File: config.mk
export PLATFORM = sky130hd
export DESIGN_NAME = complexMixer
export DESIGN_NICKNAME = d
export VERILOG_FILES = /design/src/carrierLoopPkg.sv /design/src/complexMixer.sv
export SDC_FILE = /design/constraint.sdc
export NUM_CORES = 2
export LEC_CHECK = 0
export ABC_AREA = 1
export BUFFER_PORTS_ARGS = -buffer_cell sky130_fd_sc_hd__buf_4
export CAP_MARGIN = 20
export CORE_MARGIN = 8
export CORE_UTILIZATION = 35
export DETAILED_ROUTE_END_ITERATION = 6
export GPL_ROUTABILITY_DRIVEN = 0
export PLACE_DENSITY_LB_ADDON = 0.1
export SETUP_SLACK_MARGIN = 0.02
export SLEW_MARGIN = 20
export SYNTH_ARGS = -nofsm -noshare
export SYNTH_HDL_FRONTEND = slang
export SYNTH_SLANG_ARGS = --single-unit
File: constraint.sdc
create_clock -name clk -period 8.4 [get_ports clk]
set_clock_uncertainty 0.1 [all_clocks]
set_input_delay 1.26 -clock clk [delete_from_list [all_inputs] [get_ports clk]]
set_output_delay 1.26 -clock clk [all_outputs]
set_load 0.1 [all_outputs]
File: src/carrierLoopPkg.sv
// Loop types, configuration struct, register map and quarter-wave cosine table
package carrierLoopPkg;

    // ----------------------------------------
    // Data types
    // ----------------------------------------
    // I or Q sample, 17 fraction bits
    typedef logic signed [17:0] sampleT;
    typedef logic signed [7:0]  phaseErrT;
    // Turns per sample scaled by 2^32
    typedef logic [31:0]        freqT;
    // Filter value, top 32 bits line up with freqT
    typedef logic signed [39:0] accT;

    typedef struct packed {
        sampleT re;
        sampleT im;
    } iqT;

    typedef struct packed {
        logic       invertError;
        logic       zeroError;
        logic       clearAccum;
        logic [1:0] averageSelect;
        logic [4:0] leadExp;
        logic [4:0] lagExp;
        logic [31:0] limit;
        freqT       nominalFreq;
    } loopCfgT;

    // ----------------------------------------
    // Register map
    // ----------------------------------------
    localparam logic [3:0] ADDR_CONTROL  = 4'h0;
    localparam logic [3:0] ADDR_GAINS    = 4'h1;
    localparam logic [3:0] ADDR_LIMIT    = 4'h2;
    localparam logic [3:0] ADDR_NOMINAL  = 4'h3;
    localparam logic [3:0] ADDR_LAGACCUM = 4'h4;
    localparam logic [3:0] ADDR_FREQ     = 4'h5;

    // cos(k * 5.625 deg) * 131071 for k = 0..16
    localparam sampleT cosTable [17] = '{
        18'sd131071, 18'sd130440, 18'sd128553, 18'sd125427,
        18'sd121094, 18'sd115594, 18'sd108982, 18'sd101319,
        18'sd92681,  18'sd83151,  18'sd72819,  18'sd61786,
        18'sd50159,  18'sd38048,  18'sd25571,  18'sd12847,
        18'sd0
    };

endpackage

File: src/complexMixer.sv
// Complex multiplier with rounding, saturation and strobe alignment
`timescale 1ns/1ns

module complexMixer import carrierLoopPkg::*; (
    input  logic clk,
    input  logic reset,
    input  iqT   sampleIn,
    input  logic sampleEn,
    input  iqT   carrier,
    output iqT   sampleOut,
    output logic sampleOutEn
);

    iqT                 sampleDly;
    logic signed [36:0] prodRe;
    logic signed [36:0] prodIm;
    logic [2:0]         enPipe;

    // Drop 17 fraction bits, round half up, clamp to 18 bits
    function automatic sampleT roundSat(input logic signed [36:0] prod);
        logic signed [36:0] rounded;
        logic signed [19:0] scaled;
        rounded = prod + 37'sd65536;
        scaled  = rounded[36:17];
        if (scaled > 20'sd131071) begin
            return 18'sd131071;
        end else if (scaled < -20'sd131072) begin
            return -18'sd131072;
        end
        return scaled[17:0];
    endfunction

    // ----------------------------------------
    // Datapath, three register stages
    // ----------------------------------------
    always_ff @(posedge clk) begin
        // Stage 1 lines the sample up with the registered carrier
        sampleDly <= sampleIn;
        // Stage 2
        prodRe <= $signed(sampleDly.re) * $signed(carrier.re)
                - $signed(sampleDly.im) * $signed(carrier.im);
        prodIm <= $signed(sampleDly.re) * $signed(carrier.im)
                + $signed(sampleDly.im) * $signed(carrier.re);
        // Stage 3
        sampleOut.re <= roundSat(prodRe);
        sampleOut.im <= roundSat(prodIm);
    end

    // Strobe rides alongside the data
    always_ff @(posedge clk) begin
        if (reset) begin
            enPipe <= '0;
        end else begin
            enPipe <= {enPipe[1:0], sampleEn};
        end
    end

    assign sampleOutEn = enPipe[2];

endmodule

Word-level counts from Yosys, hierarchy flattened --
Cells that the tools add are included. Widths: inputs -> output; s select.
Cells by class: add/sub/neg operators 4, multipliers 4, $lt $le $gt $ge 4, muxes and demuxes 10
Operators with widths (number):
- $mul 18x18->36 | 4
- $mux 18 | 6
- $add 37x18->37 const B | 2
- $gt 20x18->1 const B | 2
- $lt 20x18->1 const B | 2
- $add 36x36->37 | 1
- $sub 36x36->37 | 1
- $mux 1 | 4
Word-level totals: bits in registers 149, bits of input ports 75, output and inout bits 37, word-level logic and storage cells 29

Longest topological paths before layout --
word-level depth 5, depth in mapped cells 33, depth with buffers taken out 31

Worst setup path before layout --
Ideal clock, no wire load.
kind input to register, start input port carrier[19] (netlist name), end register prodIm[32], setup time 0.112 ns, arrival 7.634 ns, data required time 8.188 ns, path slack 0.553 ns, cell stages on the path 23, path buffers 2, cell sequence clkbuf_1 clkbuf_1 nand2_1 fa_1 fa_1 inv_1 fa_1 fa_1 fa_1 fa_1 fa_1 inv_1 fa_1 inv_1 ha_1 a21oi_1 o21ai_0 a21oi_1 nor2_1 nor3_1 nand2_1 nand2_1 nand2_1
Between the ends: word-level cells in the longest chain between the ends 2
RTL lines:
- start: declaration | line complexMixer.sv:9 | input iqT carrier,
- $mul 18x18->36 | line complexMixer.sv:43 | + $signed(sampleDly.im) * $signed(carrier.re);
- $add 36x36->37 | line complexMixer.sv:43
- end signal: assignment | line complexMixer.sv:42 | prodIm <= $signed(sampleDly.re) * $signed(carrier.im)
- end: declaration | line complexMixer.sv:16 | logic signed [36:0] prodIm;
No other way between the ends. A chain may end at the register's enable or synchronous reset.

Worst setup path after layout --
start input port carrier[19] (netlist name), end register prodIm[35]
The elaborated chain is that of the path after synthesis.

==> impl_results.md <==
- Max-cap violations: 0
- Avg Inst Size Synth: 8.19 sq um
- Highest Signal Layer: met5
- Total track usage: 20.4%
- Worst-path fanout max: 16
- RSZ-0062 raised after global routing: no
- Most frequent cells in the layout: inv_1, nand2_1, fa_1
- Wire length on met3: 9830 um
- Max-slew violation count: 0
- Post-route ant nets: 0
- Critical-path top delay cell: fa_1
- # H-tree levels: 4
- Register area share after synthesis: 4.28%
- Die Span Y: 411 um
- Slew HR: 20.4%
- Slew @ Worst Pin: 1.19 ns
- Ports: 112
- Ys flop type: dfxtp_1
- Synth Net Count: 8536
- CTS clk-pin slew, worst paths: 0.07 ns
- DRT Wirelength: 165000 um
- WS Path Type: primary input to flop
- First-pass iteration count of the detailed router: 5
- DP HPWL: 141000 um
- Final Hold Viols: 0
- Min-Delay Path Class: flop to flop
- Final net count: 8573
- Post-Syn Area: 0.0547 sq mm
- Drt first-iter violations: 2642
- Vias per inst: 4.56
- Largest net degree at the start of global routing: 37
- Yosys warns: 0
- Initial antenna violation count: 3
- WL/cell: 18.8 um
- Metal2 WL: 74800 um
- Vias in the first global route: 43600
- Setup bufs post-CTS: 0
- Synthesized flop and latch total: 117
- CTS root buf: clkbuf_16
- Worst Setup Start Kind: primary input
- Unique masters post-synth: 41
- Post-Syn Instances: 6675
- Port buffer count: 111
- Placed cell count: 8751
- TritonCTS Buffers: 17
- # DRC: 0
- Layout area overhead: 8.48%
- Resize count post-CTS: 0
- Layout cells sized above 1: 5.83%
- Total grt overflow: 0
- CTS tree: done
- Commonest non-fill, non-tap cell in the layout: inv_1
- Clock sinks: 117
- Final Cycle Share: 95.1%
- Peak Freq: 0.125 GHz
- Outcome: completed
- Maximum clock insertion buffer count: 2
- Core area: 0.156 sq mm
- Post-route minimum period: 7.99 ns
- Die area: 0.169 sq mm
- Hold buffers post-CTS: 0
- M1 WL: 76800 um
- First-pass GRT wire length: 262000 um
- Cell Count, Final, Fillers Out: 8784
- Number of enable flip-flop cells after synthesis: 0
- Async SR Flop Fraction: 0%
- Setup TNS: 0 ns
- Initial core utilization: 35.1%
- CP arrival: 8.34 ns
- Max incr delay on CP: 0.54 ns
- CP required: 8.75 ns
- Critical Path End Type: flop
- Row cnt: 145
- Via Count: 40000
- Final setup viols: 0
- Skew-Pair Late Insertion Delay: 0.56 ns
- Chip Width: 411 um
[synthesized netlist by cell type, drive strengths merged (3+ instances only)]
cell    count  share of area, %
nand3b      6             0.082
nor2      187               1.3
dfxtp     117               4.3
xor2       53              0.85
buf        15              0.15
a21o       13              0.18
o21a        4             0.055
o21ai      44              0.45
nand4      20              0.23
or2        10              0.11
nor4        5             0.057
fa       1468                54
a31oi       6             0.069
nor3       29              0.33
inv      2183                15
ha        318               7.3
and2        3             0.034
clkbuf    276               1.9
nand3      72              0.67
nand2    1723                12
xnor2      24              0.38
o21bai     10              0.14
a21oi      79              0.72
[stage by stage]
stage | instance area [sq um] | setup slack (ns) | util [%] | hold WS (ns)
6_report | 59300 | 0.414 | 38.1 | 0.302
5_1_grt | 59300 | 0.188 | 38.1 | 0.329
4_1_cts | 59300 | 0.686 | 38.1 | 0.306
3_5_place_dp | 58700 | 0.0665 | 37.7 | 0.299
3_3_place_gp | 58700 | 0.0635 | 37.7 | 0.289
2_1_floorplan | 54700 | 0.553 | - | 0.288
[final timing paths]
path                              start              endpoint  slack, ns  cells after the start
setup / recovery            carrier[19]    prodIm[35]$_DFF_P_       0.41                     27
hold reg to reg    enPipe[1]$_SDFF_PP0_  enPipe[2]$_SDFF_PP0_       0.30                      2
hold / removal     enPipe[1]$_SDFF_PP0_  enPipe[2]$_SDFF_PP0_       0.30                      2
setup reg to reg  sampleDly[22]$_DFF_P_    prodIm[35]$_DFF_P_       0.69                     23
[cells by family (layout without fill, tap and decap cells)]
family	Yosys count	in the layout	share of synthesized area [%]
buffers and inverters	2475	2525	17.0
AND/OR/NAND/NOR	2059	2059	14.7
adder cells (fa/ha/maj)	1786	1786	61.0
AO/OA/AOI/OAI	161	161	1.68
flip-flops	117	117	4.28
XOR/XNOR	77	77	1.23
other	0	1	0
[registers in the layout, indices dropped and copies added, names as in the netlist]
name,count
enPipe,3
prodIm,21
prodRe,21
sampleDly,36
sampleOut,36
[worst max-delay path, delay by kind of cell]
family	cells	cell delay, ns
adders and majority gates	9	4.23
buffers and inverters	7	0.96
and+or+nand+nor	11	1.85
[layer usage]
metal	global-route usage [%]	up-vias
li1	-	18300
met1	29.7	20600
met2	31.9	992
met3	3.65	119
met4	4.67	2
met5	0	-
[area by class of cell]
| class | instances | area (sq um) |
|---|---|---|
| Fill cell | 16400 | 96400 |
| Multi-Input combinational cell | 4083 | 43000 |
| Inverter | 2184 | 8200 |
| Tap cell | 2058 | 2570 |
| Timing Repair Buffer | 309 | 2530 |
| Sequential cell | 117 | 2360 |
| Clock buffer | 19 | 453 |
| Clock inverter | 13 | 170 |
| Antenna cell | 1 | 2.50 |
Power is left out: the tool's default activity adds up to more than one toggle a clock period on the data nets, which glitch-free logic cannot reach.
