[src/carrierLoopPkg.sv]
// Loop types, configuration struct, register map and quarter-wave cosine table
package carrierLoopPkg;

    // ----------------------------------------
    // Data types
    // ----------------------------------------
    // I or Q sample, 17 fraction bits
    typedef logic signed [17:0] sampleT;
    typedef logic signed [7:0]  phaseErrT;
    // Turns per sample scaled by 2^32
    typedef logic [31:0]        freqT;
    // Filter value, top 32 bits line up with freqT
    typedef logic signed [39:0] accT;

    typedef struct packed {
        sampleT re;
        sampleT im;
    } iqT;

    typedef struct packed {
        logic       invertError;
        logic       zeroError;
        logic       clearAccum;
        logic [1:0] averageSelect;
        logic [4:0] leadExp;
        logic [4:0] lagExp;
        logic [31:0] limit;
        freqT       nominalFreq;
    } loopCfgT;

    // ----------------------------------------
    // Register map
    // ----------------------------------------
    localparam logic [3:0] ADDR_CONTROL  = 4'h0;
    localparam logic [3:0] ADDR_GAINS    = 4'h1;
    localparam logic [3:0] ADDR_LIMIT    = 4'h2;
    localparam logic [3:0] ADDR_NOMINAL  = 4'h3;
    localparam logic [3:0] ADDR_LAGACCUM = 4'h4;
    localparam logic [3:0] ADDR_FREQ     = 4'h5;

    // cos(k * 5.625 deg) * 131071 for k = 0..16
    localparam sampleT cosTable [17] = '{
        18'sd131071, 18'sd130440, 18'sd128553, 18'sd125427,
        18'sd121094, 18'sd115594, 18'sd108982, 18'sd101319,
        18'sd92681,  18'sd83151,  18'sd72819,  18'sd61786,
        18'sd50159,  18'sd38048,  18'sd25571,  18'sd12847,
        18'sd0
    };

endpackage

[src/carrierNco.sv]
// Phase accumulator and quarter-wave cosine/sine lookup for the carrier
`timescale 1ns/1ns

module carrierNco import carrierLoopPkg::*; #(
    parameter int phaseBits = 32
) (
    input  logic clk,
    input  logic reset,
    input  logic sampleEn,
    input  freqT freqWord,
    output iqT   carrier
);

    logic [phaseBits-1:0] phase;
    logic [1:0]           quadrant;
    logic [4:0]           index;
    logic [4:0]           mirror;
    sampleT               cosVal;
    sampleT               negSinVal;

    // ----------------------------------------
    // Phase accumulator
    // ----------------------------------------
    always_ff @(posedge clk) begin
        if (reset) begin
            phase <= '0;
        end else if (sampleEn) begin
            phase <= phase + freqWord[31 -: phaseBits];
        end
    end

    // Top two bits pick the quadrant, next four the table step
    assign quadrant = phase[phaseBits-1 -: 2];
    assign index    = {1'b0, phase[phaseBits-3 -: 4]};
    assign mirror   = 5'd16 - index;

    // ----------------------------------------
    // Quadrant symmetry
    // ----------------------------------------
    // Output is exp(-j*phase) so the mixer derotates
    always_comb begin
        case (quadrant)
            2'd0: begin
                cosVal    = cosTable[index];
                negSinVal = -cosTable[mirror];
            end
            2'd1: begin
                cosVal    = -cosTable[mirror];
                negSinVal = -cosTable[index];
            end
            2'd2: begin
                cosVal    = -cosTable[index];
                negSinVal = cosTable[mirror];
            end
            default: begin
                cosVal    = cosTable[mirror];
                negSinVal = cosTable[index];
            end
        endcase
    end

    // Lookup uses the phase before this sample's advance
    always_ff @(posedge clk) begin
        if (sampleEn) begin
            carrier.re <= cosVal;
            carrier.im <= negSinVal;
        end
    end

endmodule

[config.mk]
export PLATFORM = sky130hd
export DESIGN_NAME = carrierNco
export DESIGN_NICKNAME = d
export VERILOG_FILES = /design/src/carrierLoopPkg.sv /design/src/carrierNco.sv
export SDC_FILE = /design/constraint.sdc
export NUM_CORES = 1
export LEC_CHECK = 0
export BUFFER_PORTS_ARGS = -buffer_cell sky130_fd_sc_hd__buf_2
export CAP_MARGIN = 20
export CORE_ASPECT_RATIO = 0.7
export CORE_MARGIN = 3
export CORE_UTILIZATION = 40
export CTS_CLUSTER_SIZE = 40
export DETAILED_ROUTE_END_ITERATION = 6
export GPL_TIMING_DRIVEN = 0
export SLEW_MARGIN = 30
export SYNTH_ARGS = -nofsm -noshare
export SYNTH_HDL_FRONTEND = slang
export SYNTH_SLANG_ARGS = --single-unit
export TNS_END_PERCENT = 5
[constraint.sdc]
create_clock -name clk -period 8.51 [get_ports clk]
set_clock_uncertainty 0.1 [all_clocks]
set_input_delay 0.851 -clock clk [delete_from_list [all_inputs] [get_ports clk]]
set_output_delay 0.851 -clock clk [all_outputs]
set_load 0.01 [all_outputs]
# ---- Word level (Yosys, flattened, before mapping)
# Memory sizes are Yosys's and may differ from the RTL's.
# Index checks and enable logic that the tools add are counted.
# Widths: inputs -> output; s select.
dict set report word_totals {
  output_inout_bits 36
  wordCells 22
  register_bits 68
  n_memories 2
  rom_bits 1152
  input_bits 35
}
dict set report classes {
  n_lt_le_gt_ge 2
  muxes 6
  reduce_logical 1
  n_bitwise 2
  n_eq_ne 2
  add_sub_neg 4
}
# name depth word_bits read_ports rd_ports_with_merged_regs write_ports line
set memory_table {}
lappend memory_table {{(no name shown)} 32 18 1 0 0 carrierNco.sv:57} ;# negSinVal = cosTable[index];
lappend memory_table {{(no name shown)} 32 18 1 0 0 carrierNco.sv:56} ;# cosVal = cosTable[mirror];
# operator count
set op_table {}
lappend op_table {{$pmux 18 s3} 2}
lappend op_table {{$mux 18} 4}
lappend op_table {{$neg 18->18} 2}
lappend op_table {{$add 32x32->32} 1}
lappend op_table {{$ge 6x6->1 const B} 2}
lappend op_table {{$not 4->6} 1}
lappend op_table {{$not 5->6} 1}
lappend op_table {{$sub 5x4->5 const A} 1}
lappend op_table {{$eq 2x1->1 const B} 1}
lappend op_table {{$eq 2x2->1 const B} 1}
lappend op_table {{$logic_not 2->1} 1}

# ---- Longest topological paths before layout
# Gate-level depths: netlist (run 1).
dict set report depth {
  depth_word 7
  mapped_depth 18
  mapped_depth_nobuf 13
}

# ---- Worst setup path after synthesis (run 1)
# No wires, ideal clock.
dict set report synth_path {
  kind {register to register}
  startpoint {reg phase[26]}
  endpoint {reg carrier[6] (netlist name) (data pin)}
  slack_ns 4.684
  arrival_time_ns 3.595
  path_stages_with_launch 17
  required_time_ns 8.279
  synth_period_minus_slack_ns 3.826
  path_buffers 4
  setup_time_ns 0.131
  path_cell_list {dfxtp_1 buf_2 buf_2 buf_2 inv_1 ha_1 buf_4 xor2_4 mux2_1 a22oi_1 nand2_1 ha_1 nand2b_4 nand4b_4 nand2_1 mux4_2 nand2_1}
}
dict set report synth_between {
  elab_chain_len 7
  word_cells_on_any_way 12
  classes_between {add/sub: 3; mux: 5; bitwise: 2; memory: 2}
}
# item line
set synth_lines {}
lappend synth_lines {{start, declared} carrierNco.sv:14} ;# logic [phaseBits-1:0] phase;
lappend synth_lines {{start signal, assigned} carrierNco.sv:28} ;# phase <= phase + freqWord[31 -: phaseBits];
lappend synth_lines {{$sub 5x4->5} carrierNco.sv:35} ;# assign mirror = 5'd16 - index;
lappend synth_lines {{$not 5->6 (not written as such)} {carrierNco.sv:45, carrierNco.sv:53}}
lappend synth_lines {{$mem_v2 32x18} n/a}
lappend synth_lines {{$mux 18 (not written as such)} carrierNco.sv:53} ;# negSinVal = cosTable[mirror];
lappend synth_lines {{$mux 18} n/a}
lappend synth_lines {{$neg 18->18} n/a}
lappend synth_lines {{$pmux 18 s3 *} carrierNco.sv:42} ;# case (quadrant)
lappend synth_lines {{named net negSinVal[6]} carrierNco.sv:19} ;# sampleT negSinVal;
lappend synth_lines {{end, declared} carrierNco.sv:11} ;# output iqT carrier
# The timed path passes the listed nets; every way through them passes the cells marked *. The select of a mux whose other input is x is not followed.
# A chain may end at the register's enable or synchronous reset.

# ---- Final worst setup path (run 1)
dict set report layout_path {
  startpoint {reg phase[26]}
  endpoint {reg carrier[30] (netlist name) (data pin)}
}
dict set report layout_between {
  elab_chain_len 7
  word_cells_on_any_way 12
  classes_between {add/sub: 3; mux: 5; bitwise: 2; memory: 2}
}
# item line
set layout_lines {}
lappend layout_lines {{$sub 5x4->5} carrierNco.sv:35}
lappend layout_lines {{$not 5->6 (not written as such)} {carrierNco.sv:48, carrierNco.sv:56}}
lappend layout_lines {{$mem_v2 32x18} n/a}
lappend layout_lines {{$mux 18} n/a}
lappend layout_lines {{$mux 18 (not written as such)} carrierNco.sv:48} ;# cosVal = -cosTable[mirror];
lappend layout_lines {{$neg 18->18} carrierNco.sv:48}
lappend layout_lines {{$pmux 18 s3 *} carrierNco.sv:42}
lappend layout_lines {{named net cosVal[12]} carrierNco.sv:18} ;# sampleT cosVal;
# Marks and branches as above.

==> impl_metrics.yaml, run 1 <==
status:
  status: "finished, final reports clean"
critical_path:
  crit_start: "phase[26]$_SDFFE_PP0P_"
  path_max_fanout: 10
  critPathRequiredTime_ns: 8.47
  cp.arrival_ns: 5.01
  path_class: "reg2reg"
  worst_r2r_startpoint: "phase[26]$_SDFFE_PP0P_"
  cp-end-kind: "flip-flop"
  start_kind: "flip-flop"
global_routing:
  grt_pass1_wl_mm: 34.7
  use_met3_pct: 9.62
  met1_usage_pct: 37.4
  overflow: 0
  antenna_found_initial: 0
  grt_busiest_layer: "met1"
  grt_pass1_vias: 6187
  met2_usage_pct: 30.1
  grt_max_degree: 43
  track_usage_pct: 23.9
die:
  initial_core_util_pct: 41.0
  num_rows: 39
  io_pins: 71
  fp.dieH_um: 115
  die_w_um: 161
  core_area_mm2: 0.0164
  die_area_mm2: 0.0185
min_path:
  hold_start: "phase[9]$_SDFFE_PP0P_"
  hold_class: "reg2reg"
routing:
  drc: 0
  via_count: 6922
  ant_nets: 0
  vias_per_cell: 6.05
  drtIter0Drc: 806
  drt-total-wl_mm: 22.2
  wire_per_inst_um: 19.4
  dr.pass1.iters: 7
timing:
  hold_viol_final: 0
  layout_min_cycle_time_ns: 5.05
  slew_headroom_pct: 39.2
  worstMarginPinSlew_ns: 0.905
  layout_setup_ws_ns: 3.46
  tns_ns: 0
  fmax_mhz: 198
  rsz0062_at_grt: "no"
  setup_viol: 0
  finalMaxSlewViolations: 0
  period_share_pct: 59.3
synth:
  ys_warn_count: 0
  yosysMostFrequentCell: "nor2_1"
  avgSynthCellArea_um2: 8.08
  yosys-top-cells-count: "nor2_1, nand2_1, a21oi_1, o21ai_0, ha_1"
  synthTopCellsByArea: "edfxtp_1, dfxtp_1, ha_1"
  synth_edf_count: 36
  yosysTopAreaCell: "edfxtp_1"
  syn-num-nets: 912
  syn_area_mm2: 0.00675
  synth_flop_cell: "edfxtp_1"
  syn_inst: 835
  synth_cell_types: 90
  yosysSeqAreaShare_pct: 25.5
  synth_seq_cells: 68
  async_flop_share_pct: 0
  synth_top_area_share_pct: 16.0
power:
  vdd_drop_max_v: 0.000125
  pwr_density_cell_mw_per_mm2: 264
  total_leakage_power_nw: 3.10
clock_network:
  cts_tree: "built"
  clock_sinks: 68
  cts-resized-gates: 0
  numCtsBuffers: 9
  clk_latency_ns: 0.35
  clk_path_buf_depth: 2
  hold_buffers: 0
  cts-root-buf: "clkbuf_16"
  cts_setup_buffers: 0
  clkTransAtPathRegs_ns: 0.06
  h-tree-depth: 3
placement:
  place_hpwl_mm: 16.7
  place_ws_ns: 3.60
  numPortBuffers: 69
  place_congestion: 0.999
  placed_area_mm2: 0.00738
layout:
  design_area_mm2: 0.00770
  syn2layout_area_growth_pct: 14.1
  nets: 992
  final_layout_size_suffix_gt1_share_pct: 16.6
  antenna_cells: 0
flow_run:
  maxCapViolCount: 0
## state kept, by name, summed over array words and instances (netlist names)
register / cells
carrier: 36
phase: 32
## worst paths after layout
kind	to	slack, ns	depth (start not counted)
setup / recovery	carrier[30]$_DFFE_PP_	3.46	18
hold reg to reg	phase[9]$_SDFFE_PP0P_	0.37	2
setup reg to reg	carrier[30]$_DFFE_PP_	3.46	18
hold / removal	phase[9]$_SDFFE_PP0P_	0.37	2
## per-stage QoR
stage | utilization (%) | hold slack, ns | total power [mW] | std cells
2_1_floorplan | - | 0.345 | 1.28 | 835
3_3_place_gp | 44.9 | 0.355 | 1.59 | 1129
5_1_grt | 46.8 | 0.396 | 2.17 | 1145
3_5_place_dp | 44.9 | 0.362 | 1.59 | 1129
4_1_cts | 46.8 | 0.370 | 2.01 | 1145
6_report | 46.8 | 0.367 | 2.03 | 1145
## area by class of cell
class,instances,area (µm²)
clock buffers,9,225
clock inverters,7,98.8
plain buffers,61,312
fillers,1650,8740
repair buffers,69,348
multi-input cells,684,4630
flip-flops and latches,68,1720
inverters,22,82.6
well taps,225,282
## where the power goes
part | total, mW | switching (mW) | internal [mW] | leakage (nW)
clock | 0.417 | 0.159 | 0.258 | 0.156
combinational | 1.14 | 0.711 | 0.426 | 2.33
sequential | 0.481 | 0.0294 | 0.452 | 0.612
## critical path: stages, from the launching register on
cell and delay (ns):
dfxtp_1 0.50, buf_2 0.34, buf_2 0.26, buf_2 0.25
inv_1 0.23, ha_1 0.43, clkbuf_1 0.40, mux2i_1 0.16
o21a_1 0.26, inv_1 0.10, ha_1 0.18, inv_1 0.07
a21oi_1 0.28, and4_1 0.37, and3_1 0.18, clkbuf_1 0.22
a211oi_1 0.10, o21ai_0 0.19, o211ai_1 0.12
## placed cells by master (no fill, tap or decap), types with 8 or more instances in the layout
cell,count
dfxtp_1,32
o21ai_0,58
o221ai_1,8
nor3_1,36
ha_1,41
a31oi_1,18
a311oi_1,8
clkbuf_1,35
mux2i_1,25
buf_2,78
a211oi_1,17
nor2b_1,9
a21o_1,15
nand3_1,21
nand2_1,80
edfxtp_1,36
nand2b_1,10
inv_1,20
or3_1,10
a21oi_1,68
o211ai_1,18
o21a_1,10
clkbuf_16,9
nor2_1,83
## routing by layer
layer	routed length (µm)	vias to the layer above
met2	8150	364
met4	261	0
met3	2750	24
li1	-	3334
met5	0	-
met1	11000	3200
## logic make-up (layout without fill, tap and decap cells)
| family | count (synthesis) | in the layout | share of synthesized area, % |
|---|---|---|---|
| AO/OA/AOI/OAI | 289 | 289 | 29.2 |
| XOR/XNOR | 14 | 14 | 2.21 |
| adder cells (fa/ha/maj) | 42 | 42 | 7.90 |
| buffers and inverters | 83 | 168 | 5.84 |
| flip-flops | 68 | 68 | 25.5 |
| multiplexers | 37 | 37 | 6.88 |
| AND/OR/NAND/NOR | 302 | 302 | 22.5 |
(Power assumes the default switching activity.)
==> inputs of run 2 (changes only) <==
Clock period 8.51 ns to 5.3 ns, I/O delays scaled along.
==> run 2 against run 1 <==
  * Final cell count about the same
  * Register-to-register slack worse by 3.1 ns
  * Maximum frequency up 2.2%
  * Largest power group unchanged
==> impl_metrics.yaml, run 2 (same netlist as run 1, synthesis figures left out) <==
timing:
  hold_viol_final: 0
  layout_min_cycle_time_ns: 4.94
  tns_ns: 0
  fmax_mhz: 202
  whs_ns: 0.367
  finalMaxSlewViolations: 0
  rsz0062_at_grt: "no"
  slew_headroom_pct: 29.3
  period_share_pct: 93.3
  setup_viol: 0
  layout_setup_ws_ns: 0.357
  worstMarginPinSlew_ns: 1.05
routing:
  drt-total-wl_mm: 22.2
  dr.pass1.iters: 5
  wire_per_inst_um: 19.4
  drc: 0
  via_count: 6862
  drtIter0Drc: 796
  ant_nets: 0
  vias_per_cell: 6.00
layout:
  largest_reg_flops: 36
  mostFrequentLayoutCells: "nor2_1, nand2_1, buf_2"
  largest_registers: "carrier x36, phase x32"
  syn2layout_area_growth_pct: 14.1
  stdcell_count: 1144
  antenna_cells: 0
  final_layout_size_suffix_gt1_share_pct: 16.6
  nets: 991
  final_common_cell: "nor2_1"
  regMostFlops: "carrier"
clock_network:
  h-tree-depth: 3
  clock_sinks: 68
  cts_tree: "built"
  clk_latency_ns: 0.35
  cts_setup_buffers: 0
  clkTransAtPathRegs_ns: 0.06
  clk_path_buf_depth: 2
  numCtsBuffers: 9
  cts-root-buf: "clkbuf_16"
critical_path:
  max_stage_delay_ns: 0.50
  worst_r2r_startpoint: "phase[26]$_SDFFE_PP0P_"
  start_kind: "flip-flop"
  path_max_fanout: 10
  path_class: "reg2reg"
  path_depth: 16
  crit_start: "phase[26]$_SDFFE_PP0P_"
  rrSetupSlack_ns: 0.36
  cpMaxStageDelayCell: "dfxtp_1"
  crit_family: "buffers and inverters"
  path_buf_inv: 5
  cp-end-kind: "flip-flop"
  critPathRequiredTime_ns: 5.42
  reg2reg_depth: 16
  worstPathCellList: "buf_2, buf_2, buf_2, inv_1, ha_1, buf_4, xor2_4, mux2_1, a22oi_1, nand2_1, ha_1, nand2b_4, nand4b_4, nand2_1, mux4_2, nand2_1"
  cp.arrival_ns: 5.06
die:
  fp.dieH_um: 115
  num_rows: 39
  initial_core_util_pct: 41.0
  die_w_um: 161
  core_area_mm2: 0.0164
  io_pins: 71
  die_area_mm2: 0.0185
status:
  status: "finished, final reports clean"
global_routing:
  antenna_found_initial: 0
  track_usage_pct: 23.9
  grt_max_degree: 43
  grt_pass1_vias: 6187
  overflow: 0
  grt_pass1_wl_mm: 34.7
placement:
  place_ws_ns: 0.387
  dp.cells: 1129
  place_congestion: 0.999
  place_hpwl_mm: 16.7
  numPortBuffers: 69
power:
  total_leakage_power_nw: 3.10
  pwr_density_cell_mw_per_mm2: 425
  vdd_drop_max_v: 0.000203
min_path:
  hold_depth: 2
  hold_class: "reg2reg"
  hold_start: "phase[9]$_SDFFE_PP0P_"
flow_run:
  maxCapViolCount: 0
## run 2: cell types whose count changed in the layout (fill, tap and decap cells not counted)
cell / delta
clkbuf_1: -1
## run 2: tightest hold or removal path: cells and delay by family, from the launching register on
| family | cells | cell delay (ns) |
|---|---|---|
| AO/OA/AOI/OAI | 1 | 0.05 |
| flip-flops | 1 | 0.31 |
| AND/OR/NAND/NOR | 1 | 0.06 |
## run 2: cell type report
cell class              instances  area [µm²]
clock buffers                   9         225
clock inverters                 7        98.8
flip-flops and latches         68        1720
repair buffers                 69         348
well taps                     225         282
multi-input cells             684        4630
fillers                      1650        8750
inverters                      22        82.6
plain buffers                  60         308
## run 2: what timing repair did
action / 4_1_cts / 5_1_grt
endpoints found under the setup margin: 0 / 4
hold endpoints to repair: 0 / 0
hold buffers: 0 / 0
resized for setup: 0 / 0
## run 2: per-stage QoR
step           cell area [µm²]  power (mW)  utilization, %
2_1_floorplan             6750        2.06               -
3_3_place_gp              7380        2.55            44.9
3_5_place_dp              7380        2.55            44.9
4_1_cts                   7700        3.23            46.8
5_1_grt                   7700        3.49            46.8
6_report                  7700        3.27            46.8
## run 2: final timing paths
path | to
worst max-delay path | carrier[6]$_DFFE_PP_
worst min register to register | phase[9]$_SDFFE_PP0P_
worst max register to register | carrier[6]$_DFFE_PP_
worst min-delay path | phase[9]$_SDFFE_PP0P_
## run 2: per-layer routing
| layer | part of all wire [%] | global-route usage [%] |
|---|---|---|
| met2 | 37 | 30.1 |
| met5 | 0 | 0 |
| met1 | 50 | 37.4 |
| met3 | 12 | 9.62 |
| met4 | 1.1 | 4.64 |
## run 2: power by group
group          leakage [nW]  internal (mW)  switching, mW
Combinational          2.33          0.683           1.14
Sequential            0.612          0.725         0.0474
Clock                 0.156          0.414          0.257
