**src/carrierLoopPkg.sv**
```systemverilog
// Loop types, configuration struct, register map and quarter-wave cosine table
package carrierLoopPkg;

    // ----------------------------------------
    // Data types
    // ----------------------------------------
    // I or Q sample, 17 fraction bits
    typedef logic signed [17:0] sampleT;
    typedef logic signed [7:0]  phaseErrT;
    // Turns per sample scaled by 2^32
    typedef logic [31:0]        freqT;
    // Filter value, top 32 bits line up with freqT
    typedef logic signed [39:0] accT;

    typedef struct packed {
        sampleT re;
        sampleT im;
    } iqT;

    typedef struct packed {
        logic       invertError;
        logic       zeroError;
        logic       clearAccum;
        logic [1:0] averageSelect;
        logic [4:0] leadExp;
        logic [4:0] lagExp;
        logic [31:0] limit;
        freqT       nominalFreq;
    } loopCfgT;

    // ----------------------------------------
    // Register map
    // ----------------------------------------
    localparam logic [3:0] ADDR_CONTROL  = 4'h0;
    localparam logic [3:0] ADDR_GAINS    = 4'h1;
    localparam logic [3:0] ADDR_LIMIT    = 4'h2;
    localparam logic [3:0] ADDR_NOMINAL  = 4'h3;
    localparam logic [3:0] ADDR_LAGACCUM = 4'h4;
    localparam logic [3:0] ADDR_FREQ     = 4'h5;

    // cos(k * 5.625 deg) * 131071 for k = 0..16
    localparam sampleT cosTable [17] = '{
        18'sd131071, 18'sd130440, 18'sd128553, 18'sd125427,
        18'sd121094, 18'sd115594, 18'sd108982, 18'sd101319,
        18'sd92681,  18'sd83151,  18'sd72819,  18'sd61786,
        18'sd50159,  18'sd38048,  18'sd25571,  18'sd12847,
        18'sd0
    };

endpackage

```
**src/loopFilter.sv**
```systemverilog
// Lead/lag loop filter with saturating lag integrator and frequency word register
`timescale 1ns/1ns

module loopFilter import carrierLoopPkg::*; (
    input  logic     clk,
    input  logic     reset,
    input  phaseErrT loopError,
    input  logic     loopFilterEn,
    input  loopCfgT  cfg,
    output freqT     lagAccum,
    output freqT     freqWord
);

    logic [5:0]         leadShift;
    logic [5:0]         lagShift;
    accT                leadError;
    logic signed [47:0] lagStep;
    logic signed [47:0] lagSum;
    logic signed [39:0] lagTop;
    logic signed [39:0] limitTop;
    accT                lagReg;
    accT                lagNext;
    accT                filterSum;

    // Extra 8 bits of headroom below the frequency word
    assign leadShift = {1'b0, cfg.leadExp} + 6'd8;
    assign lagShift  = {1'b0, cfg.lagExp} + 6'd8;

    // ----------------------------------------
    // Lead path
    // ----------------------------------------
    assign leadError = accT'(loopError) << leadShift;

    // ----------------------------------------
    // Lag path
    // ----------------------------------------
    // Wide enough that the largest step cannot wrap before the clamp
    assign lagStep  = 48'(loopError) << lagShift;
    assign lagSum   = 48'(lagReg) + lagStep;
    assign lagTop   = lagSum[47:8];
    assign limitTop = {8'h00, cfg.limit};

    always_comb begin
        if (cfg.clearAccum) begin
            lagNext = '0;
        end else if (lagTop > limitTop) begin
            lagNext = {cfg.limit, 8'h00};
        end else if (lagTop < -limitTop) begin
            lagNext = {-cfg.limit, 8'h00};
        end else begin
            lagNext = lagSum[39:0];
        end
    end

    assign filterSum = leadError + lagNext;

    always_ff @(posedge clk) begin
        if (reset) begin
            lagReg <= '0;
        end else if (cfg.clearAccum || loopFilterEn) begin
            lagReg <= lagNext;
        end
    end

    // New word one cycle after the filter strobe, held in between
    always_ff @(posedge clk) begin
        if (reset) begin
            freqWord <= '0;
        end else if (loopFilterEn) begin
            freqWord <= filterSum[39:8] + cfg.nominalFreq;
        end
    end

    assign lagAccum = lagReg[39:8];

endmodule

```
**config.mk**
```make
export PLATFORM = sky130hd
export DESIGN_NAME = loopFilter
export DESIGN_NICKNAME = d
export VERILOG_FILES = /design/src/carrierLoopPkg.sv /design/src/loopFilter.sv
export SDC_FILE = /design/constraint.sdc
export NUM_CORES = 1
export LEC_CHECK = 0
export BUFFER_PORTS_ARGS = -buffer_cell sky130_fd_sc_hd__buf_4
export CORE_MARGIN = 2
export CORE_UTILIZATION = 50
export CTS_CLUSTER_DIAMETER = 100
export DETAILED_ROUTE_END_ITERATION = 7
export GPL_ROUTABILITY_DRIVEN = 0
export GPL_TIMING_DRIVEN = 0
export MAX_ROUTING_LAYER = met4
export PLACE_DENSITY = 0.7
export SETUP_SLACK_MARGIN = 0.1
export SLEW_MARGIN = 20
export SYNTH_ARGS = -nofsm -noshare
export SYNTH_HDL_FRONTEND = slang
export SYNTH_SLANG_ARGS = --single-unit
```
**constraint.sdc**
```tcl
create_clock -name clk -period 13.1 [get_ports clk]
set_clock_uncertainty 0.2 [all_clocks]
set_input_delay 0 -clock clk [delete_from_list [all_inputs] [get_ports clk]]
set_output_delay 0 -clock clk [all_outputs]
set_load 0.02 [all_outputs]
```
==> Yosys cells after proc, flatten, opt, wreduce, memory -nomap -nowiden <==
Index checks and enable logic that the tools add are counted.
{ "totals": {"wordCells": 17, "regBits": 72, "out_inout_bits": 64} }
{ "classes": {"n_mux": 3, "n_addsub": 7, "n_shift": 2, "n_lt_le_gt_ge": 2, "n_reduce_logical": 1} }
{ "op_table": {"columns": ["operator", "count"], "rows": [
  ["$mux W40", 3],
  ["$add A40 B48 Y48", 1],
  ["$shl A48 B6 Y48", 1],
  ["$add A40 B40 Y40", 1],
  ["$gt A40 B33 Y1", 1],
  ["$lt A40 B40 Y1", 1],
  ["$neg A32 Y40", 1],
  ["$shl A40 B6 Y40", 1],
  ["$add A32 B32 Y32", 1],
  ["$neg A32 Y32", 1],
  ["$add A5 B4 Y6 const B", 2],
  ["$logic_or A1 B1 Y1", 1]
]} }

==> Depth between registers and ports, before layout <==
Gate-level depths: netlist (run 1).
{ "logic_depth": {"ltp_word": 9, "mapped_depth": 66, "mapped_depth_nobuf": 63} }

==> Worst setup path after synthesis (run 1) <==
No wires, ideal clock.
{ "synth_path": {"path_kind": "input -> register", "startpoint": "in cfg[64] (netlist name)", "endpoint": "reg freqWord[31]", "stages": 64, "t_required_ps": 12821, "slack_ps": 1974, "arrival_ps": 10847, "cell_sequence": "buf_2 mux2_2 nand2_1 o21ai_0 mux2_2 o21ai_0 nor2_1 a31oi_1 nor2_1 ha_1 buf_2 nand4_1 nor3_1 a2111oi_2 a21oi_1 or2_2 a21oi_1 o21bai_1 [28 not listed] nor2_1 a21oi_1 o21bai_1 xor2_1 ha_1 or3_1 nor3_1 o21ai_0 o21ai_0 a211oi_1 a2111oi_0 o21ai_0 a211oi_1 o21bai_1 a21oi_1 xnor2_1 xnor2_1 a211oi_2"} }
{ "synth_via": {"elab_chain_cells": 9, "word_cells_on_any_way": 10, "cone_classes": "add/sub: 4; order compare: 2; shift: 1; mux: 3"} }
{ "synth_lines": {"columns": ["element", "line_no", "rtl"], "rows": [
  ["start: declaration", "loopFilter.sv:9", "input loopCfgT cfg,"],
  ["$add A5 B4 Y6 *", "loopFilter.sv:27", "assign lagShift = {1'b0, cfg.lagExp} + 6'd8;"],
  ["$shl A48 B6 Y48 *", "loopFilter.sv:38", "assign lagStep = 48'(loopError) << lagShift;"],
  ["$add A40 B48 Y48 *", "loopFilter.sv:39", "assign lagSum = 48'(lagReg) + lagStep;"],
  ["$lt A40 B40 Y1", "loopFilter.sv:48", "end else if (lagTop < -limitTop) begin"],
  ["$mux W40", "loopFilter.sv:48", null],
  ["$mux W40 *", "loopFilter.sv:46", "end else if (lagTop > limitTop) begin"],
  ["$mux W40 *", "loopFilter.sv:44", "if (cfg.clearAccum) begin"],
  ["net lagNext[9]", "loopFilter.sv:22", "accT lagNext;"],
  ["$add A40 B40 Y40 *", "loopFilter.sv:55", "assign filterSum = leadError + lagNext;"],
  ["$add A32 B32 Y32 *", "loopFilter.sv:70", "freqWord <= filterSum[39:8] + cfg.nominalFreq;"],
  ["end signal: assignment", "loopFilter.sv:70", null],
  ["end: declaration", "loopFilter.sv:11", "output freqT freqWord"]
]} }
Mark *: on every way through the listed nets, which the timed path passes. The rest lies on a longest branch.
A chain may end at the register's enable or synchronous reset.

==> Final worst setup path (run 1) <==
Ends and elaborated chain as after synthesis.

==> results of run 1 <==
critical path, delay by kind of cell:
family | cells | cell delay [ns]
AND/OR/NAND/NOR | 14 | 2.12
adder cells (fa/ha/maj) | 4 | 1.26
XOR/XNOR | 4 | 0.64
buffers and inverters | 5 | 0.82
multiplexers | 2 | 0.67
AO/OA/AOI/OAI | 37 | 6.96
cells by family (layout without fill, tap and decap cells):
| group | Yosys count | count (layout) | synth area share (%) |
|---|---|---|---|
| other | 0 | 2 | 0 |
| xor gates and xnor gates | 120 | 120 | 7.50 |
| and+or+nand+nor | 682 | 682 | 23.0 |
| adders and majority gates | 196 | 196 | 17.6 |
| DFF | 72 | 72 | 10.3 |
| buffers and inverters | 226 | 397 | 7.13 |
| AOI/OAI and AO/OA | 670 | 671 | 30.7 |
| muxes | 52 | 52 | 3.81 |
power groups by stage:
stage / Sequential [mW] / Combinational, mW / Clock (mW)
after global placement: 0.295 / 1.30 / 0
after global routing: 0.296 / 1.54 / 0.270
after detailed placement: 0.296 / 1.33 / 0
final: 0.292 / 1.41 / 0.261
after floorplan: 0.332 / 0.927 / 0
after CTS: 0.292 / 1.34 / 0.259
metal layers:
metal  part of all wire (%)  vias up
met4                    6.0        0
met3                    7.6      181
met1                     41     7328
li1                       -     7653
met5                      0        -
met2                     46      761
final timing paths:
path / depth (start not counted) / slack [ns] / end
max: 66 / 0.59 / freqWord[31]$_SDFFE_PP0P_
min: 5 / 0.01 / freqWord[3]$_SDFFE_PP0P_
max reg2reg: 56 / 1.45 / freqWord[31]$_SDFFE_PP0P_
min reg2reg: 2 / 0.27 / lagReg[2]$_SDFFE_PP0P_
per-stage QoR:
stage / setup WS, ns / power, mW / TNS (ns) / hold WS [ns] / utilization (%)
6_report: 0.591 / 1.96 / 0 / 0.0143 / 58.6
5_1_grt: 0.0135 / 2.11 / 0 / 0.0486 / 58.6
4_1_cts: 0.0555 / 1.89 / 0 / 0.00858 / 57.6
3_5_place_dp: -0.584 / 1.62 / -1.35 / 0.205 / 56.1
3_3_place_gp: -0.494 / 1.59 / -0.929 / 0.205 / 56.1
2_1_floorplan: 1.97 / 1.26 / 0 / 0.0610 / -
registers in the layout, summed over array words and instances, names as in the netlist:
name,cells
freqWord,32
lagReg,40
final cells by class:
cell class	count	area [sq um]	area share, %
inverters	84	319	1.96
clock inverters	3	42.5	0.262
diodes	2	5.00	0.0308
multi-input cells	1721	11800	72.7
well taps	378	473	2.91
repair buffers	157	1200	7.39
plain buffers	142	698	4.30
clock buffers	11	253	1.56
flip-flops and latches	72	1440	8.87
cell usage in the layout, fill, tap and decap left out, drive strengths merged, types with 7 or more instances in the layout:
cell type,synthesis,final
a2111oi,7,7
a211oi,52,52
a21boi,8,8
a21o,74,74
a21oi,221,222
a22oi,38,38
a31oi,18,18
and2,27,27
and3,23,23
buf,56,200
clkbuf,86,101
dfxtp,72,72
dlygate4sd3,0,9
ha,194,194
inv,82,82
mux2,11,11
mux2i,41,41
nand2,152,152
nand2b,23,23
nand3,40,40
nand4,31,31
nor2,247,247
nor2b,29,29
nor3,57,57
nor4,11,11
o211ai,12,12
o21a,19,19
o21ai,129,129
o21bai,18,18
o22ai,13,13
o31ai,8,8
or2,15,15
or3,7,7
xnor2,84,84
xor2,36,36
timing repair:
action	4_1_cts	5_1_grt
hold buffers	9	0
endpoints found under the hold margin	8	0
pin swaps	0	18
endpoints found under the setup margin	2	13
cloned	0	1
setup buffers	2	7
resized for setup	10	55
==> metrics.txt, run 1 <==
global router's overall resource usage 33.8%; maximum clock frequency about 80 MHz; sort of element at the end of the critical path register; cell with the most instances after synthesis nor2_1; most crowded layer after global routing met2; DRC violations left 0; required time at the worst-slack endpoint 13.10 ns; proportion of power drawn by the clock network 13.3%; total of fill cells in the finished design around 2700; Placement Cell Area 15500 sq um; worst hold path class primary input to register; share of flip-flops with an asynchronous set or reset 0%; vias per std cell roughly 6.2; fraction of final layout cells with drive strength greater than 1 13.7%; number of cells produced by synthesis 2018; largest fanout on the critical path 10; pin slew with the least headroom to its limit 1.28 ns; post-synth cell types 87; post-route fraction of the period consumed by the critical path 95.5%; startpoint class of the critical path primary input; M2 GR Usage a little under three fifths; number of failing setup endpoints in the final timing report 0; post-CTS clock slew at the launch and capture registers of the worst setup and hold paths roughly 0.060 ns; Clock Latency Late Sink 0.35 ns; count of flip-flops with a built-in enable after synthesis 0; startpoint of the worst-slack reg-to-reg timing path lagReg[15]$_SDFFE_PP0P_; Yosys reg bits 72; final hold violation count 0; initial antenna violation count 1; minimum clock period after layout between 10 and 15 ns; arrival time worst endpoint 12.50 ns; IR drop worst, VDD 0.0000559 V; Commonest cells post-synth nor2_1, a21oi_1, ha_1; internal power 991 uW; number of global-route vias before repair 14600; first-pass GRT wire length 75.9 mm; total global routing overflow 0; total CTS buffers 9; area grow syn2layout 15.9%; post-route cell area 16200 sq um; WS Path Type primary input to register; slowest cell on the critical path a2111oi_2; final routed wire length divided by cell count 19.6 um; most common flop cell mapped by yosys dfxtp_1; die footprint 29400 sq um; total number of H-tree levels 3; number of non-filler instances in the completed layout roughly 2600; maximum number of pins on one net before global-route repair 12; 1st-iter DRT viols between 1000 and 1500; CTS tree done; sequential share of the synthesized area between 10 and 15%; Power Density 121 nW/um^2; via count of the routed design 15900; maximum count of clock buffers along a single path 2; fraction of met3 tracks used by global routing 3.22%; power share of the sequential group 14.9%; width of the die approximately 170 um; most area-hungry cell type in the Yosys netlist ha_1; synthesized netlist net count between 2000 and 2500; mean post-synth cell area 6.95 sq um; vertical die dimension 171 um; number of routed nets with antenna violations 0; grt met1 use 40.0%; Yosys top cell area share 17.3%; Detailed Route WL 50.4 mm; number of detailed-route iterations in the first pass 6; Floorplan Core Area approximately 28000 sq um; initial standard-cell utilization of the core 50.6%; HPWL after detailed placement approximately 41 mm; result of the run complete, no violations; Largest stage delay, worst path 0.41 ns; fin nets 2473; # IOs around 150; total clock sinks 72; max-cap check violation count 0; combinational cell fraction of total power 71.8%; netlist area before placement 14000 sq um; final count of pins violating max slew 0; worst hold start cfg[2]; leakage power total approximately 7.8 nW; switching power summed over all nets 974 uW; root cell of the clock tree clkbuf_16; library cell appearing most often on the critical path nor2_1; dominant cells by area after synthesis ha_1, dfxtp_1, a21oi_1, nor2_1, xnor2_1; number of placement rows about 60; Rel. slew slack 14.2%; total of warnings raised by yosys 0; total of buffers placed on input and output ports 139; RSZ-0062 raised after global routing yes; Crit. Startpoint cfg[64]; Net Sw Frac 49.6%; Inst Count DP 2535
No activity file was read; power rests on OpenSTA's default activity.
==> run 2: changes to the inputs <==
--- a/config.mk
+++ b/config.mk
@@ -12,6 +12,7 @@
 export DETAILED_ROUTE_END_ITERATION = 7
 export GPL_ROUTABILITY_DRIVEN = 0
 export GPL_TIMING_DRIVEN = 0
+export HOLD_SLACK_MARGIN = 0.15
 export MAX_ROUTING_LAYER = met4
 export PLACE_DENSITY = 0.7
 export SETUP_SLACK_MARGIN = 0.1
==> run 2 against run 1 <==
  * Flip-flop and latch count did not move
  * Design area rose by 3.4%
  * Register-to-register slack improved by 0.07 ns
  * Total power rose by 3.2%
  * Cell count rose by 2.1%
  * Via count rose by 1.7%
  * First-iteration DRC count rose by 3.6%
  * Critical path type unchanged
==> metrics.txt, run 2 (same netlist as run 1, synthesis figures left out) <==
Net Sw Frac 48.8%; Clock Latency Late Sink 0.36 ns; total clock sinks 72; switching power summed over all nets 989 uW; final design utilization 60.6%; number of failing setup endpoints in the final timing report 0; number of detailed-route iterations in the first pass 6; total of buffers placed on input and output ports around 140; Inst Count DP between 2000 and 3000; CTS tree done; WS Path Type primary input to register; aggregate negative setup slack 0 ns; via count of the routed design 16200; final hold violation count 0; first-pass GRT wire length 77.3 mm; Detailed Route WL 51.3 mm; Final Worst Setup Slack around 0.67 ns; root cell of the clock tree clkbuf_16; largest registers lagReg: 40 flops, freqWord: 32 flops; minimum clock period after layout 12.43 ns; pin slew with the least headroom to its limit 1.24 ns; worst hold path class primary input to register; sort of element at the end of the critical path register; fraction of final layout cells with drive strength greater than 1 13.4%; startpoint class of the critical path primary input; Worst Hold Slack 0.179 ns; final routed wire length divided by cell count about 20 um; maximum count of clock buffers along a single path 2; DP Worst Slack -0.584 ns; slowest cell on the critical path nor3b_1; result of the run complete, no violations; die footprint roughly 30000 sq um; final total power 2.03 mW; maximum clock frequency 80.5 MHz; most frequent cells in the layout nor2_1, a21oi_1, ha_1, buf_4, nand2_1; HPWL after detailed placement 41.4 mm; number of placement rows 61; width of the die 171 um; top register by number of flip-flops lagReg; internal power slightly above 1 mW; combinational cell fraction of total power 72.6%; total CTS buffers 9; # IOs between 150 and 200; number of global-route vias before repair between 10000 and 15000; fin nets 2527; initial standard-cell utilization of the core 50.6%; max-cap check violation count 0; RSZ-0062 raised after global routing no; leakage power total 7.98 nW; post-route fraction of the period consumed by the critical path between 90 and 100%; Rel. slew slack 17.2%; IR drop worst, VDD 0.0000569 V; Power Density about 120 nW/um^2; post-CTS clock slew at the launch and capture registers of the worst setup and hold paths 0.06 ns; largest fanout on the critical path 10; post-route cell area ~17000 sq um; number of routed nets with antenna violations 0; number of non-filler instances in the completed layout 2624; number of flip-flops in the largest register 40; initial antenna violation count 1; proportion of power drawn by the clock network 12.9%; vertical die dimension 171 um; global router's overall resource usage 34.4%; final count of pins violating max slew 0; power share of the sequential group 14.5%; DRC violations left 0; leading cell type in the layout, fill and taps excluded nor2_1; area grow syn2layout 19.8%; 1st-iter DRT viols 1457; Largest stage delay, worst path 0.59 ns; Placement Cell Area 15500 sq um; vias per std cell 6.17; maximum number of pins on one net before global-route repair 12; arrival time worst endpoint 12.42 ns; total global routing overflow 0; total number of H-tree levels 3; Floorplan Core Area around 28000 sq um; required time at the worst-slack endpoint 13.10 ns
-- run 2: area by class of cell --
class                           instances  area (sq um)
Multi-Input combinational cell       1721         11800
Fill cell                            2619         10900
Timing Repair Buffer                  211          1740
Sequential cell                        72          1440
Buffer                                142           699
Tap cell                              378           473
Inverter                               84           319
Clock buffer                           11           253
Clock inverter                          3          42.5
Antenna cell                            2          5.00
-- run 2: final timing paths --
path,start,to,slack (ns),depth (start not counted)
max,cfg[64],freqWord[31]$_SDFFE_PP0P_,0.67,61
min,cfg[58],lagReg[34]$_SDFFE_PP0P_,0.18,5
max reg2reg,lagReg[12]$_SDFFE_PP0P_,freqWord[31]$_SDFFE_PP0P_,1.52,55
min reg2reg,lagReg[2]$_SDFFE_PP0P_,lagReg[2]$_SDFFE_PP0P_,0.27,2
-- run 2: critical path, delay by kind of cell --
kind            cells  cell delay (ns)
xor+xnor            4             0.65
simple gates       12             2.57
fa+ha+maj           4             1.33
compound gates     35             6.72
buf+inv             4             0.67
mux                 2             0.46
-- run 2: power by group through the flow --
stage / registers (mW) / logic (mW) / clock network [mW]
after floorplan: 0.332 / 0.927 / 0
after global placement: 0.295 / 1.30 / 0
after detailed placement: 0.296 / 1.33 / 0
after CTS: 0.292 / 1.40 / 0.259
after global routing: 0.297 / 1.61 / 0.269
final: 0.293 / 1.47 / 0.262
-- run 2: timing repair --
action	4_1_cts	5_1_grt
cloned	0	1
pin swaps	0	17
endpoints found under the setup margin	2	15
buffers inserted	2	6
gates resized for setup	10	59
hold buffers	64	0
endpoints found under the hold margin	51	0
-- run 2: per-layer routing --
metal  vias up  GRT usage, %  wire length, um
li1       7772             -                -
met1      7369          40.3            20500
met2       837          57.4            23300
met3       211          3.24             4150
met4         0          20.0             3340
met5         -             -                0
